**config.mk**
```make
export PLATFORM = sky130hd
export DESIGN_NAME = task_array_top
export DESIGN_NICKNAME = d
export VERILOG_FILES = /design/src/verilog/task_array_pkg.sv /design/src/verilog/array_core.sv /design/src/verilog/display_sync.sv /design/src/verilog/task_array_top.sv /design/src/verilog/task_memory.sv /design/src/verilog/task_scheduler.sv
export VERILOG_INCLUDE_DIRS = /design/src /design/src/include
export SDC_FILE = /design/constraint.sdc
export NUM_CORES = 2
export LEC_CHECK = 0
export BUFFER_PORTS_ARGS = -buffer_cell sky130_fd_sc_hd__buf_2
export CORE_ASPECT_RATIO = 1.25
export CORE_MARGIN = 3
export CORE_UTILIZATION = 45
export CTS_CLUSTER_DIAMETER = 50
export CTS_CLUSTER_SIZE = 25
export DETAILED_ROUTE_END_ITERATION = 8
export SYNTH_ARGS = -nofsm -noshare
export SYNTH_HDL_FRONTEND = slang
export SYNTH_SLANG_ARGS = --single-unit
```
**constraint.sdc**
```tcl
create_clock -name clk -period 24.5 [get_ports clk]
set_input_delay 3.675 -clock clk [delete_from_list [all_inputs] [get_ports clk]]
set_output_delay 3.675 -clock clk [all_outputs]
set_load 0.005 [all_outputs]
```
**src/include/task_array_macros.svh**
```systemverilog
`ifndef TASK_ARRAY_MACROS_SVH
`define TASK_ARRAY_MACROS_SVH

// Array geometry
`define TA_NUM_CORES      4
`define TA_TM_DEPTH       16

// An instruction reaches the cores in this many parts
`define TA_INSN_LOAD_TIME 2
`define TA_PART_W         16

// Data widths
`define TA_R0_W           16
`define TA_TM_W           96

// Display pacing, in clk cycles
`define TA_BIG_TACT       64 // Divider period
`define TA_SCAN_CYCLES    32 // One display frame

// Core opcodes
`define TA_OP_ADD         4'd0
`define TA_OP_SUB         4'd1
`define TA_OP_XOR         4'd2
`define TA_OP_SHL         4'd3

`endif

```
**src/verilog/task_array_pkg.sv**
```systemverilog
`include "task_array_macros.svh"

package task_array_pkg;

	typedef logic [`TA_NUM_CORES-1:0]              core_mask_t; // One bit per core
	typedef logic [$clog2(`TA_TM_DEPTH)-1:0]       tm_addr_t;
	typedef logic [3:0]                            frame_cnt_t; // Instruction frames left
	typedef logic [$clog2(`TA_INSN_LOAD_TIME)-1:0] load_cnt_t;  // Part index
	typedef logic [`TA_PART_W-1:0]                 part_t;
	typedef logic [`TA_R0_W-1:0]                   r0_t;
	typedef logic [`TA_TM_W-1:0]                   tm_word_t;   // Raw frame

	typedef enum logic [1:0] {
		fence_none = 2'd0,
		fence_acq  = 2'd1, // Later tasks wait for this one
		fence_rel  = 2'd2  // This task waits for all earlier ones
	} fence_e;

	typedef enum logic [1:0] {
		core_idle = 2'd0,
		core_load = 2'd1,
		core_exec = 2'd2
	} core_state_e;

	typedef struct packed {
		frame_cnt_t              frame_cnt; // Zero marks a jump or skip frame
		core_mask_t              core_mask;
		core_mask_t              init_mask;
		fence_e                  fence;
		logic                    stop;
		tm_addr_t                stop_addr;
		r0_t [`TA_NUM_CORES-1:0] init_val;  // Index is core number
		logic [12:0]             pad;
	} ctrl_frame_t;

	// Sits in the low bits of an instruction frame, part 0 is imm
	typedef struct packed {
		logic [3:0] opcode;
		logic [3:0] exec_cycles;
		logic [7:0] reserved;
		logic [15:0] imm;
	} insn_t;

	typedef struct packed {
		load_cnt_t count;
		part_t     data;
	} core_bus_t;

endpackage

```
**src/verilog/array_core.sv**
```systemverilog
`timescale 1ns/100ps
`include "task_array_macros.svh"

module array_core (
	input  logic                      clk,
	input  logic                      reset,
	input  logic                      start,
	input  task_array_pkg::core_bus_t core_bus,
	input  logic                      init_r0_en,
	input  task_array_pkg::r0_t       init_r0,
	output logic                      ready,
	output task_array_pkg::r0_t       r0
);

	task_array_pkg::core_state_e state;
	task_array_pkg::insn_t       insn;     // Assembled from bus parts
	task_array_pkg::r0_t         result;
	logic [3:0]                  exec_cnt;
	logic                        bus_last; // Part on the bus completes the instruction
	logic                        exec_done;

	assign bus_last  = (core_bus.count == task_array_pkg::load_cnt_t'(`TA_INSN_LOAD_TIME - 1));
	assign exec_done = (state == task_array_pkg::core_exec) && (exec_cnt == insn.exec_cycles);
	assign ready     = (state == task_array_pkg::core_idle);

	always_comb begin
		case (insn.opcode)
			`TA_OP_ADD: result = r0 + insn.imm;
			`TA_OP_SUB: result = r0 - insn.imm;
			`TA_OP_XOR: result = r0 ^ insn.imm;
			`TA_OP_SHL: result = r0 << insn.imm[3:0]; // Only low bits give the shift
			default:    result = r0;
		endcase
	end

	always_ff @(posedge clk) begin
		if (start) begin
			insn[core_bus.count * `TA_PART_W +: `TA_PART_W] <= core_bus.data;
		end
	end

	always_ff @(posedge clk) begin
		if (reset) begin
			state    <= task_array_pkg::core_idle;
			exec_cnt <= '0;
		end else begin
			case (state)
				task_array_pkg::core_idle: begin
					exec_cnt <= '0;
					if (start) begin
						state <= task_array_pkg::core_load;
					end
				end
				task_array_pkg::core_load: begin
					if (start && bus_last) begin
						state <= task_array_pkg::core_exec;
					end
				end
				task_array_pkg::core_exec: begin
					exec_cnt <= exec_cnt + 1'b1; // Runs exec_cycles+1 cycles
					if (exec_done) begin
						state <= task_array_pkg::core_idle;
					end
				end
				default: state <= task_array_pkg::core_idle;
			endcase
		end
	end

	always_ff @(posedge clk) begin
		if (reset) begin
			r0 <= '0;
		end else if (init_r0_en) begin
			r0 <= init_r0;
		end else if (exec_done) begin
			r0 <= result; // Written on the last exec cycle
		end
	end

endmodule

```
**src/verilog/display_sync.sv**
```systemverilog
`timescale 1ns/100ps
`include "task_array_macros.svh"

module display_sync (
	input  logic                                    clk,
	input  logic                                    reset,
	input  logic                                    vga_en,
	input  task_array_pkg::r0_t [`TA_NUM_CORES-1:0] r0_all,
	output logic                                    vga_end,
	output task_array_pkg::r0_t [`TA_NUM_CORES-1:0] r0_snapshot
);

	localparam int SCAN_W = $clog2(`TA_SCAN_CYCLES);

	logic              scanning;
	logic [SCAN_W-1:0] scan_cnt; // Cycles since vga_en
	logic              scan_last;

	assign scan_last = scanning && (scan_cnt == SCAN_W'(`TA_SCAN_CYCLES - 1));

	always_ff @(posedge clk) begin
		if (reset) begin
			scanning <= 1'b0;
			scan_cnt <= '0;
			vga_end  <= 1'b0;
		end else begin
			vga_end <= scan_last; // Lands TA_SCAN_CYCLES after vga_en
			if (vga_en && !scanning) begin
				scanning <= 1'b1;
				scan_cnt <= SCAN_W'(1);
			end else if (scan_last) begin
				scanning <= 1'b0;
			end else if (scanning) begin
				scan_cnt <= scan_cnt + 1'b1;
			end
		end
	end

	always_ff @(posedge clk) begin
		if (vga_en && !scanning) begin
			r0_snapshot <= r0_all; // Held until the next frame
		end
	end

endmodule

```
**src/verilog/task_array_top.sv**
```systemverilog
`timescale 1ns/100ps
`include "task_array_macros.svh"

module task_array_top (
	input  logic                                    clk,
	input  logic                                    reset,
	input  logic                                    tm_we,
	input  task_array_pkg::tm_addr_t                tm_addr,
	input  task_array_pkg::tm_word_t                tm_wdata,
	output logic                                    frame_done,
	output task_array_pkg::r0_t [`TA_NUM_CORES-1:0] r0_snapshot
);

	task_array_pkg::tm_word_t                tm_word;
	task_array_pkg::tm_addr_t                task_pointer;
	task_array_pkg::core_mask_t              ready;
	task_array_pkg::core_mask_t              start;
	task_array_pkg::core_bus_t               core_bus;     // Shared by all cores
	task_array_pkg::core_mask_t              init_r0_vect;
	task_array_pkg::r0_t [`TA_NUM_CORES-1:0] init_r0;
	task_array_pkg::r0_t [`TA_NUM_CORES-1:0] r0_all;
	logic                                    vga_en;
	logic                                    vga_end;

	assign frame_done = vga_end;

	task_memory task_memory_i (
		.clk      (clk),
		.tm_we    (tm_we),
		.tm_addr  (tm_addr),
		.tm_wdata (tm_wdata),
		.rd_addr  (task_pointer),
		.rd_word  (tm_word)
	);

	task_scheduler task_scheduler_i (
		.clk          (clk),
		.reset        (reset),
		.tm_word      (tm_word),
		.task_pointer (task_pointer),
		.ready        (ready),
		.start        (start),
		.core_bus     (core_bus),
		.init_r0_vect (init_r0_vect),
		.init_r0      (init_r0),
		.vga_end      (vga_end),
		.vga_en       (vga_en)
	);

	for (genvar i = 0; i < `TA_NUM_CORES; i++) begin : core_gen
		array_core array_core_i (
			.clk        (clk),
			.reset      (reset),
			.start      (start[i]),
			.core_bus   (core_bus),
			.init_r0_en (init_r0_vect[i]),
			.init_r0    (init_r0[i]),
			.ready      (ready[i]),
			.r0         (r0_all[i])
		);
	end

	display_sync display_sync_i (
		.clk         (clk),
		.reset       (reset),
		.vga_en      (vga_en),
		.r0_all      (r0_all),
		.vga_end     (vga_end),
		.r0_snapshot (r0_snapshot)
	);

endmodule

```
**src/verilog/task_memory.sv**
```systemverilog
`timescale 1ns/100ps
`include "task_array_macros.svh"

module task_memory (
	input  logic                    clk,
	input  logic                    tm_we,
	input  task_array_pkg::tm_addr_t tm_addr,
	input  task_array_pkg::tm_word_t tm_wdata,
	input  task_array_pkg::tm_addr_t rd_addr,
	output task_array_pkg::tm_word_t rd_word
);

	task_array_pkg::tm_word_t mem [`TA_TM_DEPTH]; // Program of frames

	// Written by the environment while the array is in reset
	always_ff @(posedge clk) begin
		if (tm_we) begin
			mem[tm_addr] <= tm_wdata;
		end
	end

	// Same-cycle read so the scheduler decodes the frame at its pointer
	assign rd_word = mem[rd_addr];

endmodule

```
**src/verilog/task_scheduler.sv**
```systemverilog
`timescale 1ns/100ps
`include "task_array_macros.svh"

module task_scheduler (
	input  logic                                          clk,
	input  logic                                          reset,
	input  task_array_pkg::tm_word_t                      tm_word,
	output task_array_pkg::tm_addr_t                      task_pointer,
	input  task_array_pkg::core_mask_t                    ready,
	output task_array_pkg::core_mask_t                    start,
	output task_array_pkg::core_bus_t                     core_bus,
	output task_array_pkg::core_mask_t                    init_r0_vect,
	output task_array_pkg::r0_t [`TA_NUM_CORES-1:0]       init_r0,
	input  logic                                          vga_end,
	output logic                                          vga_en
);

	localparam int DIV_W = $clog2(`TA_BIG_TACT);

	task_array_pkg::ctrl_frame_t ctrl;        // Current word seen as a control frame
	task_array_pkg::core_mask_t  busy;
	task_array_pkg::frame_cnt_t  frame_cnt;   // Instruction frames left in the task
	task_array_pkg::core_mask_t  active_mask;
	task_array_pkg::fence_e      fence;
	task_array_pkg::load_cnt_t   load_cnt;
	task_array_pkg::tm_addr_t    stop_addr_r;
	logic                        stop_r;
	logic                        stop_wait;   // Parked at stop address until frame end
	logic                        vga_end_prev;
	logic [DIV_W-1:0]            div_cnt;

	logic all_ready;
	logic mask_free;
	logic active_ready;
	logic fence_hold;
	logic ctrl_mode;
	logic accept;
	logic jump;
	logic skip;
	logic start_cond;
	logic last_part;
	logic task_end;
	logic div_wrap;

	assign ctrl = task_array_pkg::ctrl_frame_t'(tm_word);
	assign busy = ~ready;

	assign all_ready    = (ready == '1);
	assign mask_free    = ((busy & ctrl.core_mask) == '0); // New group is idle
	assign active_ready = ((busy & active_mask) == '0);

	// Acquire on the running task or release on the new one needs a quiet array
	assign fence_hold = (fence == task_array_pkg::fence_acq) ||
		(ctrl.fence == task_array_pkg::fence_rel);

	assign ctrl_mode = (frame_cnt == '0) && !stop_wait;
	assign accept    = ctrl_mode && (ctrl.frame_cnt != '0) && mask_free &&
		(!fence_hold || all_ready);
	assign jump      = ctrl_mode && (ctrl.frame_cnt == '0) && ctrl.stop && all_ready;
	assign skip      = ctrl_mode && (ctrl.frame_cnt == '0) && !ctrl.stop;

	// Once part 0 is out the rest of the parts follow back to back
	assign start_cond = (frame_cnt != '0) && ((load_cnt != '0) || active_ready);
	assign last_part  = start_cond &&
		(load_cnt == task_array_pkg::load_cnt_t'(`TA_INSN_LOAD_TIME - 1));
	assign task_end   = last_part && (frame_cnt == task_array_pkg::frame_cnt_t'(1));

	assign div_wrap = (div_cnt == DIV_W'(`TA_BIG_TACT - 1));

	assign start         = start_cond ? active_mask : '0;
	assign core_bus.count = load_cnt;
	assign core_bus.data  = tm_word[load_cnt * `TA_PART_W +: `TA_PART_W];

	always_ff @(posedge clk) begin
		if (reset) begin
			task_pointer <= '0;
			frame_cnt    <= '0;
			active_mask  <= '0;
			fence        <= task_array_pkg::fence_none;
			stop_r       <= 1'b0;
			load_cnt     <= '0;
			init_r0_vect <= '0;
		end else begin
			init_r0_vect <= '0; // Init is a single-cycle pulse
			if (jump) begin
				task_pointer <= ctrl.stop_addr;
			end else if (skip) begin
				task_pointer <= task_pointer + 1'b1;
			end else if (accept) begin
				task_pointer <= task_pointer + 1'b1;
				frame_cnt    <= ctrl.frame_cnt;
				active_mask  <= ctrl.core_mask;
				fence        <= ctrl.fence;
				stop_r       <= ctrl.stop;
				init_r0_vect <= ctrl.init_mask & ctrl.core_mask;
			end else if (last_part) begin
				load_cnt  <= '0;
				frame_cnt <= frame_cnt - 1'b1;
				if (task_end && stop_r) begin
					task_pointer <= stop_addr_r;
				end else begin
					task_pointer <= task_pointer + 1'b1;
				end
			end else if (start_cond) begin
				load_cnt <= load_cnt + 1'b1;
			end
		end
	end

	// Task payload taken with the control frame
	always_ff @(posedge clk) begin
		if (accept) begin
			stop_addr_r <= ctrl.stop_addr;
			init_r0     <= ctrl.init_val;
		end
	end

	always_ff @(posedge clk) begin
		if (reset) begin
			div_cnt <= '0;
		end else begin
			div_cnt <= div_wrap ? '0 : div_cnt + 1'b1; // Free-running frame divider
		end
	end

	always_ff @(posedge clk) begin
		if (reset) begin
			stop_wait    <= 1'b0;
			vga_end_prev <= 1'b0;
			vga_en       <= 1'b0;
		end else begin
			vga_end_prev <= vga_end;
			vga_en       <= stop_wait && div_wrap && all_ready;
			if (task_end && stop_r) begin
				stop_wait <= 1'b1;
			end else if (vga_end && !vga_end_prev) begin
				stop_wait <= 1'b0; // Frame shown, resume the program
			end
		end
	end

endmodule
```
==> key figures <==
Status
  – Status: complete, no violations

Clock tree
  – Setup Fix Bufs, Post-CTS: 0
  – # hold bufs at CTS: 0
  – CTS H-tree depth: 4
  – TritonCTS Buffers: between 100 and 150
  – Sink Count: 1,892
  – Clock Latency Late Sink: just over 800 ps
  – Clock slew seen by the registers of the worst setup and hold paths: approximately 70 ps
  – Clock root buffer: clkbuf_16
  – Clk buf depth: 3
  – # resized after CTS: 0
  – CTS tree: done

Floorplanning
  – Chip Height: 473 µm
  – Die width: about 380 µm
  – Core ar.: 172,000 µm²
  – Effective utilization at floorplan: 0.455
  – FP Rows: 170
  – IO Pins: 168
  – Die footprint: 179,000 µm²

Layout
  – Commonest non-fill, non-tap cell in the layout: edfxtp_1
  – Nets: 4,642
  – Multi-input logic area: 21,900 µm²
  – Fin cells: 6,819
  – Area Overhead vs Synth: 10.9%
  – Most frequent cells in the layout: edfxtp_1 (1,764), mux4_2 (484), nor2_1 (221), a21oi_1 (170), buf_2 (166)
  – Share of cells above drive strength 1: 0.228
  – Reg area: 55,500 µm²
  – Layout fillers: 13,908

STA
  – Slew headroom: 0.249
  – Setup TNS Final: 0 ps
  – Fmax: approximately 170 MHz
  – Final critical-path share of the clock period: 0.247
  – Worst Slack Setup Final: 18,450 ps
  – Worst Clk Skew: 41.3 ps
  – Max Slew Vio Count: 0
  – RSZ-0062 raised after global routing: false
  – Setup violations, final: 0
  – Final worst path period need: 6050 ps
  – Final hold vios: 0
  – Measured slew at the worst slew-check pin: approximately 1100 ps

Place
  – Placer Congestion: a little over 0.9
  – # port buffers: around 170
  – Setup WS pre-CTS: ~18,000 ps
  – Placed Cells: 6,553
  – Dpl hpwl: 118,000 µm

Yosys
  – Avg Cell Area, Syn: 18.3 µm²
  – Yosys cell types: 76
  – Async set-reset flop share out of synthesis: 0
  – Ys Warns: 0
  – Number of synthesized register bits: 1,892
  – Prevailing post-synth register cell: edfxtp_1
  – Synthesized area: approximately 78,000 µm²
  – Syn Nets: about 4,500
  – EDFF count, synth: about 1,800
  – Cells after Synth: 4,291
  – Register area share after synthesis: 0.709

Worst setup path
  – Worst-path maximum fanout: 46
  – Bufs and invs on worst path: 3
  – CP Cell Sequence: buf_2 > nand3b_1 > nor2_4 > buf_4 > buf_4
  – Critical Path Max Stage Delay: 850 ps
  – CP dominant cell by count: buf_4
  – CP endpoint kind: flop
  – Slowest cell on crit path: buf_4
  – Critical path's top delay family: buffers and inverters
  – Crit path kind: in2reg
  – Critical path arrival: 6460 ps
  – Worst Path Required: 24,900 ps
  – Crit path launch type: input pin

Global routing
  – Largest net degree at the start of global routing: 129
  – Vias in the first global route: 41,244
  – First-pass GRT wire length: 287,000 µm
  – Total GRT Usage: 0.219
  – Initial antenna violation count: 55
  – Congestion Overflow GR: 0

Pwr
  – Pwr Density: 90.7 nW/µm²
  – Worst VDD drop: slightly above 0.00007 V
  – Power Total: 7.88 mW
  – Leak: 27.5 nW

Detailed routing
  – Drt first pass iters: 6
  – Via count: 40,968
  – Wire per inst: 28.6 µm
  – Via-to-Cell Ratio: ~6
  – Final WL: around 190,000 µm
  – Initial drt markers: a little under 4,000
  – Post-route ant nets: 0
  – Drt drc: 0

Job
  – Max cap viols: 0

Hold path
  – Hold crit path type: reg2reg
==> synth_stat cells (all sizes together), types with 12 or more instances <==
library cell  count  area share
edfxtp         1764        0.68
mux4            484        0.14
nor2            233       0.011
a21oi           170       0.011
nand2           161      0.0077
clkbuf          151      0.0072
dfxtp           128       0.033
o21ai            98      0.0063
mux2i            94       0.012
xnor2            84      0.0094
ha               78       0.012
nor3             78      0.0050
xor2             78      0.0087
buf              65      0.0040
nor2b            58      0.0046
inv              57      0.0027
a211oi           45      0.0043
mux2             31      0.0045
nand3            29      0.0019
nand2b           26      0.0021
a22oi            22      0.0021
and2             21      0.0017
o221ai           21      0.0023
a221oi           20      0.0022
o31ai            20      0.0019
a21o             18      0.0017
nor4             18      0.0014
o211ai           17      0.0016
a31oi            16      0.0013
nand3b           16      0.0015
o22ai            16      0.0013
or2              15      0.0012
and3             13      0.0011
o21a             13      0.0012
or3              13      0.0010
nand4            12     0.00096
==> path summary, 6_finish.rpt <==
check	startpoint	to	slack, ps	depth (start not counted)
max reg2reg	flop	flop	18870	11
min	task_scheduler_i.div_cnt[0]$_SDFF_PP0_	task_scheduler_i.div_cnt[0]$_SDFF_PP0_	440	1
max	tm_addr[3]	task_memory_i.mem[6][26]$_DFFE_PP_	18450	5
min reg2reg	task_scheduler_i.div_cnt[0]$_SDFF_PP0_	task_scheduler_i.div_cnt[0]$_SDFF_PP0_	440	1
==> state kept, by name (all words and copies together) (netlist names), 2 cells and up, named ones only <==
name and count:
core_gen.array_core_i.state 8, core_gen.array_core_i.insn 96, display_sync_i.r0_snapshot 64, task_scheduler_i.stop_addr_r 4, task_scheduler_i.init_r0_vect 4, task_scheduler_i.init_r0 64, task_scheduler_i.task_pointer 4, core_gen.array_core_i.exec_cnt 16
task_scheduler_i.fence 2, core_gen.array_core_i.r0 64, task_scheduler_i.frame_cnt 4, display_sync_i.scan_cnt 5, task_scheduler_i.div_cnt 6, task_scheduler_i.active_mask 4, task_memory_i.mem 1536
==> kinds of logic (layout without fill, tap and decap cells) <==
kind of cell / count (synthesis) / after routing / synth area share
buf+inv: 275 / 553 / 0.0141
xor+xnor: 162 / 162 / 0.0181
fa+ha+maj: 82 / 82 / 0.0135
compound gates: 551 / 551 / 0.0457
simple gates: 720 / 720 / 0.0443
mux: 609 / 609 / 0.156
other cells: 0 / 14 / 0
flops: 1892 / 1892 / 0.709
==> through the flow <==
| step | area [µm²] | hold WS [ps] | util |
|---|---|---|---|
| final | 86900 | 443 | 0.504 |
| after global routing | 86900 | 476 | 0.504 |
| after CTS | 86900 | 450 | 0.504 |
| after detailed placement | 81900 | 439 | 0.475 |
| after global placement | 81900 | 430 | 0.475 |
| after floorplan | 78300 | 418 | - |
==> worst register-to-register path, stage by stage (launching register included) <==
cell and delay, ps:
dfxtp_4 830, buf_4 850, buf_4 860, mux4_2 610, a22oi_1 180, nand2_1 110
nor4_1 960, a2111o_1 260, buf_4 270, and3_4 280, mux2i_1 190, nor2_1 70
==> where the power goes <==
part	internal (mW)	leakage (nW)	switching [mW]	total (mW)
clock network	1.24	2.38	1.23	2.47
registers	3.77	17.0	0.173	3.94
logic	0.631	8.09	0.838	1.47
==> per-layer routing <==
| metal | up-vias | GRT usage | wire, µm |
|---|---|---|---|
| met5 | - | 0 | 126 |
| met4 | 22 | 0.0519 | 4110 |
| met3 | 259 | 0.0434 | 13700 |
| met2 | 1320 | 0.354 | 94300 |
| met1 | 21570 | 0.310 | 82500 |
| li1 | 17797 | - | - |
==> cell type report <==
type | instances | area share
well taps | 2236 | 0.0322
clock inverters | 104 | 0.0163
inverters | 59 | 0.00258
diodes | 14 | 0.000403
clock buffers | 148 | 0.0407
repair buffers | 242 | 0.0170
flip-flops and latches | 1892 | 0.639
multi-input cells | 2124 | 0.252
Power figures use the tool's default switching activity.
